===== src/rtl/mem_pkg.sv =====
// Widths, opcode and funct3 encodings and sequencer states shared by the memory stage
`default_nettype none

package mem_pkg;

    ////////////////////////////////////////////////////////////////////////////
    // Widths
    ////////////////////////////////////////////////////////////////////////////

    localparam int XLEN       = 32;
    localparam int BYTE_W     = 8;
    localparam int REG_ADDR_W = 5;
    localparam int BYTE_IDX_W = 2;

    ////////////////////////////////////////////////////////////////////////////
    // Encodings
    ////////////////////////////////////////////////////////////////////////////

    // RV32 major opcodes
    typedef enum logic [6:0] {
        OP_NOP   = 7'b0000000,
        OP_LOAD  = 7'b0000011,
        OP_STORE = 7'b0100011,
        OP_IMM   = 7'b0010011,
        OP_REG   = 7'b0110011
    } opcode_e;

    // funct3 for loads and stores
    typedef enum logic [2:0] {
        F_B  = 3'b000,
        F_H  = 3'b001,
        F_W  = 3'b010,
        F_BU = 3'b100,
        F_HU = 3'b101
    } mem_funct_e;

    // Byte port command
    typedef enum logic [1:0] {
        RW_IDLE  = 2'b00,
        RW_READ  = 2'b01,
        RW_WRITE = 2'b10
    } mem_rw_e;

    typedef enum logic [1:0] {
        S_IDLE,
        S_ACCESS,
        S_DRAIN,
        S_DONE
    } seq_state_e;

endpackage

`default_nettype wire


===== src/rtl/mem_byte_if.sv =====
// Byte capture controls passed from the byte sequencer to the load assembler
`timescale 1ns/1ps
`default_nettype none

interface mem_byte_if;
    import mem_pkg::*;

    logic                  clear;
    logic                  capture;
    logic [BYTE_IDX_W-1:0] byte_idx;
    // Index of the last byte of the access
    logic [BYTE_IDX_W-1:0] width;
    logic                  is_unsigned;

    modport seq (
        output clear, capture, byte_idx, width, is_unsigned
    );

    modport load (
        input clear, capture, byte_idx, width, is_unsigned
    );

endinterface

`default_nettype wire


===== src/rtl/load_unit.sv =====
// Load assembler that gathers returned bytes little-endian and extends the result
`timescale 1ns/1ps
`default_nettype none

module load_unit (
    input  logic                       clk,
    input  logic                       rst_n_i,
    input  logic [mem_pkg::BYTE_W-1:0] mem_rdata_i,
    mem_byte_if.load                   bif,
    output logic [mem_pkg::XLEN-1:0]   load_data_o
);
    import mem_pkg::*;

    logic [XLEN-1:0] word_q;
    logic            sign_b;
    logic            sign_h;

    // Byte lanes
    always_ff @(posedge clk) begin
        if (!rst_n_i) begin
            word_q <= '0;
        end else if (bif.clear) begin
            word_q <= '0;
        end else if (bif.capture) begin
            word_q[{bif.byte_idx, 3'b000} +: BYTE_W] <= mem_rdata_i;
        end
    end

    assign sign_b = !bif.is_unsigned && word_q[BYTE_W-1];
    assign sign_h = !bif.is_unsigned && word_q[2*BYTE_W-1];

    // Sign or zero extension
    always_comb begin
        case (bif.width)
            BYTE_IDX_W'(0): begin
                load_data_o = {{(XLEN-BYTE_W){sign_b}}, word_q[BYTE_W-1:0]};
            end
            BYTE_IDX_W'(1): begin
                load_data_o = {{(XLEN-2*BYTE_W){sign_h}}, word_q[2*BYTE_W-1:0]};
            end
            default: begin
                load_data_o = word_q;
            end
        endcase
    end

endmodule

`default_nettype wire


===== src/rtl/mem_byte_seq.sv =====
// Byte sequencer that walks an access over the byte memory port and flags completion
`timescale 1ns/1ps
`default_nettype none

module mem_byte_seq (
    input  logic                      clk,
    input  logic                      rst_n_i,
    input  logic                      start_i,
    input  logic                      is_store_i,
    input  mem_pkg::mem_funct_e       funct_i,
    input  logic [mem_pkg::XLEN-1:0]  base_addr_i,
    input  logic [mem_pkg::XLEN-1:0]  store_data_i,
    output mem_pkg::mem_rw_e          mem_rw_o,
    output logic [mem_pkg::XLEN-1:0]  mem_addr_o,
    output logic [mem_pkg::BYTE_W-1:0] mem_wdata_o,
    output logic                      done_o,
    mem_byte_if.seq                   bif
);
    import mem_pkg::*;

    seq_state_e            state_q;
    seq_state_e            state_d;
    logic [BYTE_IDX_W-1:0] cnt_q;
    logic [BYTE_IDX_W-1:0] last_idx;
    logic                  is_unsigned;

    ////////////////////////////////////////////////////////////////////////////
    // Access width decode
    ////////////////////////////////////////////////////////////////////////////

    always_comb begin
        case (funct_i)
            F_B, F_BU: last_idx = BYTE_IDX_W'(0);
            F_H, F_HU: last_idx = BYTE_IDX_W'(1);
            default:   last_idx = BYTE_IDX_W'(3);
        endcase
    end

    assign is_unsigned = (funct_i == F_BU) || (funct_i == F_HU);

    ////////////////////////////////////////////////////////////////////////////
    // FSM
    ////////////////////////////////////////////////////////////////////////////

    always_comb begin
        state_d = state_q;
        case (state_q)
            S_IDLE: begin
                if (start_i) begin
                    state_d = S_ACCESS;
                end
            end
            S_ACCESS: begin
                // Last byte goes out this cycle
                if (cnt_q == last_idx) begin
                    state_d = S_DRAIN;
                end
            end
            S_DRAIN: begin
                state_d = S_DONE;
            end
            default: begin
                state_d = S_IDLE;
            end
        endcase
    end

    always_ff @(posedge clk) begin
        if (!rst_n_i) begin
            state_q <= S_IDLE;
            cnt_q   <= '0;
        end else begin
            state_q <= state_d;
            if (state_q == S_ACCESS) begin
                cnt_q <= cnt_q + BYTE_IDX_W'(1);
            end else if (state_q == S_IDLE) begin
                cnt_q <= '0;
            end
        end
    end

    ////////////////////////////////////////////////////////////////////////////
    // Memory port
    ////////////////////////////////////////////////////////////////////////////

    always_comb begin
        mem_rw_o    = RW_IDLE;
        mem_wdata_o = '0;
        if (state_q == S_ACCESS) begin
            if (is_store_i) begin
                mem_rw_o    = RW_WRITE;
                mem_wdata_o = store_data_i[{cnt_q, 3'b000} +: BYTE_W];
            end else begin
                mem_rw_o = RW_READ;
            end
        end
    end

    assign mem_addr_o = base_addr_i + XLEN'(cnt_q);
    assign done_o     = (state_q == S_DONE);

    // Read data lags the issue by one cycle, so capture trails the counter
    assign bif.clear       = (state_q == S_IDLE) && start_i && !is_store_i;
    assign bif.capture     = !is_store_i &&
                             (((state_q == S_ACCESS) && (cnt_q != '0)) ||
                              (state_q == S_DRAIN));
    assign bif.byte_idx    = cnt_q - BYTE_IDX_W'(1);
    assign bif.width       = last_idx;
    assign bif.is_unsigned = is_unsigned;

endmodule

`default_nettype wire


===== src/rtl/mem_stage.sv =====
// Memory-access stage top that runs byte-serial loads and stores and builds the writeback bundle
`timescale 1ns/1ps
`default_nettype none

module mem_stage (
    input  logic                           clk,
    input  logic                           rst_n_i,
    input  mem_pkg::opcode_e               opcode_i,
    input  mem_pkg::mem_funct_e            funct_i,
    input  logic                           we_i,
    input  logic [mem_pkg::REG_ADDR_W-1:0] waddr_i,
    input  logic [mem_pkg::XLEN-1:0]       alu_i,
    input  logic [mem_pkg::XLEN-1:0]       store_data_i,
    input  logic [mem_pkg::BYTE_W-1:0]     mem_rdata_i,
    output mem_pkg::opcode_e               opcode_o,
    output logic                           we_o,
    output logic [mem_pkg::REG_ADDR_W-1:0] waddr_o,
    output logic [mem_pkg::XLEN-1:0]       wdata_o,
    output logic                           stall_o,
    output mem_pkg::mem_rw_e               mem_rw_o,
    output logic [mem_pkg::XLEN-1:0]       mem_addr_o,
    output logic [mem_pkg::BYTE_W-1:0]     mem_wdata_o
);
    import mem_pkg::*;

    logic            is_mem;
    logic            is_store;
    logic            done;
    logic [XLEN-1:0] load_data;

    mem_byte_if bif0 ();

    assign is_store = (opcode_i == OP_STORE);
    assign is_mem   = (opcode_i == OP_LOAD) || is_store;

    mem_byte_seq seq0 (
        .clk          (clk),
        .rst_n_i      (rst_n_i),
        .start_i      (is_mem),
        .is_store_i   (is_store),
        .funct_i      (funct_i),
        .base_addr_i  (alu_i),
        .store_data_i (store_data_i),
        .mem_rw_o     (mem_rw_o),
        .mem_addr_o   (mem_addr_o),
        .mem_wdata_o  (mem_wdata_o),
        .done_o       (done),
        .bif          (bif0.seq)
    );

    load_unit load0 (
        .clk         (clk),
        .rst_n_i     (rst_n_i),
        .mem_rdata_i (mem_rdata_i),
        .bif         (bif0.load),
        .load_data_o (load_data)
    );

    // Stall until the sequencer reports done
    assign stall_o = is_mem && !done;

    always_comb begin
        if (stall_o) begin
            // NOP bundle while the access runs
            opcode_o = OP_NOP;
            we_o     = 1'b0;
            waddr_o  = '0;
            wdata_o  = '0;
        end else begin
            opcode_o = opcode_i;
            we_o     = we_i;
            waddr_o  = waddr_i;
            if (opcode_i == OP_LOAD) begin
                wdata_o = load_data;
            end else if (is_store) begin
                wdata_o = '0;
            end else begin
                wdata_o = alu_i;
            end
        end
    end

endmodule

`default_nettype wire


===== config.mk =====
export PLATFORM = sky130hd
export DESIGN_NAME = mem_stage
export DESIGN_NICKNAME = d
export VERILOG_FILES = /design/src/rtl/mem_pkg.sv /design/src/rtl/mem_byte_if.sv /design/src/rtl/load_unit.sv /design/src/rtl/mem_byte_seq.sv /design/src/rtl/mem_stage.sv
export SDC_FILE = /design/constraint.sdc
export NUM_CORES = 1
export LEC_CHECK = 0
export CAP_MARGIN = 20
export CORE_ASPECT_RATIO = 0.9
export CORE_MARGIN = 4
export CORE_UTILIZATION = 30
export CTS_BUF_LIST = sky130_fd_sc_hd__clkbuf_8
export DETAILED_ROUTE_END_ITERATION = 10
export DONT_BUFFER_PORTS = 1
export PLACE_DENSITY = 0.5
export SETUP_SLACK_MARGIN = 0.15
export SLEW_MARGIN = 20
export SYNTH_ARGS = -nofsm -noshare
export SYNTH_HDL_FRONTEND = slang
export SYNTH_HIERARCHICAL = 1
export SYNTH_SLANG_ARGS = --single-unit

===== constraint.sdc =====
create_clock -name clk -period 4.9 [get_ports clk]
set_clock_uncertainty 0.15 [all_clocks]
set_input_delay 0.49 -clock clk [delete_from_list [all_inputs] [get_ports clk]]
set_output_delay 0.49 -clock clk [all_outputs]
set_load 0.05 [all_outputs]

==> qor.csv <==
stage;metric;value;unit
critical_path;crit_slowest_cell;xor2_1;
die;die_w;124.6;um
die;top_level_ports;178;
final_layout;nets;608;
yosys;syn_inst;500;
timing;hold_violations;0;
timing;rsz0062_at_grt;false;
route;vias_per_cell;5.044;
final_layout;fin_cells;665;
critical_path;slowest_delay;0.80;ns
route;ant_nets;0;
outcome;outcome;completed;
route;drtPass1Iterations;7;
global_route;antenna_found_initial;0;
critical_path;critPathBufInv;0;
final_layout;final_core_util;33.11;%
yosys;synth_area;0.003672;mm^2
timing;fin_tns_setup;0;ns
die;die-area;0.01408;mm^2
final_layout;layout-drive-gt1-share;13.86;%
pwr;clkPwrFrac;24.7;%
yosys;async_flop_share;0;%
clocking;cts_max_path_buffers;2;
clocking;cts_tree;done;
place;dpl-instance-area;0.003902;mm^2
clocking;post-cts-setup-buffers;0;
global_route;grt-ovfl-total;0;
pwr;internal_power;0.4725;mW
hold_path;worstHoldPathType;input port to flip-flop;
clocking;cts-root-buf;clkbuf_8;
timing;setup_ws;1.016;ns
die;initial_utilization;30.53;%
route;wl;11.01;mm
final_layout;final_common_cell;nand2_1;
critical_path;crit_required;4.26;ns
run;cap_violations;0;
clocking;clkLatencyLatePin;0.28;ns
timing;slew-limit-headroom;21.96;%
yosys;synthFlopType;dfxtp_1;
place;portBuffers;0;
place;dpl_worst_slack;1.323;ns
pwr;power.total;0.7907;mW
yosys;yosysSeqAreaShare;19.63;%
timing;period_needed;3.884;ns
route;drt_iter0_markers;254;
timing;whs;0.1834;ns
clocking;hold_buffers;0;
yosys;syn_area_per_cell;7.345;um^2
place;finalWeightedCongestion;0.8427;
timing;finalCritPeriodShare;79.26;%
critical_path;crit_chain;ha_1 -> a21oi_1 -> or4_1 -> nor2_1 -> xor2_1;
yosys;synth_edf_count;0;
place;dp.cells;658;
critical_path;path_max_fanout;12;
critical_path;path_class;flip-flop to output pin;
pwr;vdd_drop_max;0.07961;mV
route;route.detailed.drc;0;
pwr;p_leak;1.584;nW
route;vias;3354;
final_layout;syn_to_final_growth;8.450;%
pwr;p_sw;0.3183;mW
clocking;cts_resized;0;
global_route;grt_max_degree;36;
route;route.detailed.wl_per_inst;16.56;um
clocking;cts.sinks;36;
die;fp.dieH;113.0;um
final_layout;final_cell_area;0.003983;mm^2
die;row_count;38;
yosys;synth_nets;603;
global_route;grt_use_total;14.72;%
timing;worstMarginPinSlew;1.162;ns
final_layout;n_antenna_cell;0;
clocking;path_clk_slew;0.06;ns
clocking;cts_buffers;5;
place;place_hpwl;9.128;mm
pwr;comb_power_share;36.5;%
pwr;seqPwrFrac;38.8;%
timing;finalMaxSlewViolations;0;
global_route;grt_pass1_wl;17.17;mm
yosys;ys_ff_latch;36;
die;core-area;0.01203;mm^2
critical_path;crit_family;simple AND/OR/NAND/NOR gates;
final_layout;final_cell_mix;nand2_1 (113), inv_1 (49), buf_4 (41), dfxtp_1 (36), mux2i_1 (34);
global_route;grt_pass1_vias;3106;
yosys;ys_types;47;
critical_path;arrival;3.24;ns
timing;fmaxAchievable;257.5;MHz
pwr;power_density;198.5;mW/mm^2
timing;setup_viol;0;
pwr;p_sw_share;40.25;%
clocking;htreeDepth;2;
critical_path;crit_path_end_kind;output pin;
yosys;ys_warn_count;6;
critical_path;startpoint_type;flip-flop;
-- sequential cells by signal, indices dropped and copies added, names as in the netlist --
signal / count
load0/word_q: 32
seq0/cnt_q: 2
seq0/state_q: 2
-- worst reg2reg max path, cell delays in order, from the launching register on --
cell	delay, ns
dfxtp_1	0.70
inv_1	0.34
ha_1	0.39
inv_1	0.12
inv_1	0.09
ha_1	0.34
nor3b_2	0.45
nand4b_1	0.20
a21oi_1	0.17
-- power groups by stage --
| stage | logic, mW | registers [mW] | clock network, mW |
|---|---|---|---|
| floorplan | 0.254 | 0.309 | 0 |
| global placement | 0.288 | 0.313 | 0 |
| detailed placement | 0.289 | 0.314 | 0 |
| CTS | 0.290 | 0.307 | 0.200 |
| global route | 0.306 | 0.308 | 0.215 |
| finish | 0.289 | 0.307 | 0.195 |
-- layout make-up --
cell class              instances  area, um^2
flip-flops and latches         36       720.7
fillers                      1306        8046
clock inverters                 2       8.758
clock buffers                   5       68.82
multi-input cells             372        2487
inverters                      49       188.9
repair buffers                 41       307.8
well taps                     160       200.2
-- final timing paths --
path | from | to | slack [ns] | depth (start not counted)
hold / removal | rst_n_i | seq0/state_q[0]$_SDFFE_PN0P_ | 0.18 | 1
setup reg to reg | seq0/cnt_q[0]$_SDFFE_PN0P_ | load0/word_q[19]$_SDFFE_PP0P_ | 1.87 | 8
setup / recovery | seq0/cnt_q[0]$_SDFFE_PN0P_ | mem_addr_o[21] | 1.02 | 5
hold reg to reg | load0/word_q[27]$_SDFFE_PP0P_ | load0/word_q[27]$_SDFFE_PP0P_ | 0.31 | 2
-- Yosys cell counts (5+ instances only) --
cell,number,share of area (%)
ha_1,12,4.1
nand4_1,21,3.6
nor3_1,11,1.5
xnor2_1,14,3.3
nand4b_1,5,1.2
mux4_2,8,4.9
nand3_1,10,1.4
dfxtp_1,36,20
a32oi_1,7,1.7
o21a_1,9,1.8
a21oi_1,30,4.1
o21ai_0,9,1.2
mux2i_1,34,9.3
nand2_1,113,12
inv_1,48,4.9
xor2_1,16,3.8
clkbuf_1,19,1.9
buf_4,8,1.6
buf_2,8,1.1
nor2_1,16,1.6
and2_1,12,2.0
nor2b_1,10,1.7
-- per-layer routing --
metal	global-route usage [%]	share of wire, %
met1	20.66	46
met2	22.41	44
met3	4.483	9.1
met4	3.068	1.0
met5	0	0
-- cell families (layout without fill, tap and decap cells) --
| family | Yosys count | in the layout | synth area share [%] |
|---|---|---|---|
| compound gates | 58 | 58 | 9.574 |
| buf+inv | 92 | 97 | 12.78 |
| fa+ha+maj | 13 | 13 | 4.634 |
| xor+xnor | 30 | 30 | 7.155 |
| flops | 36 | 36 | 19.63 |
| simple gates | 229 | 229 | 32.06 |
| mux | 42 | 42 | 14.17 |
No activity file was read; power rests on OpenSTA's default activity.
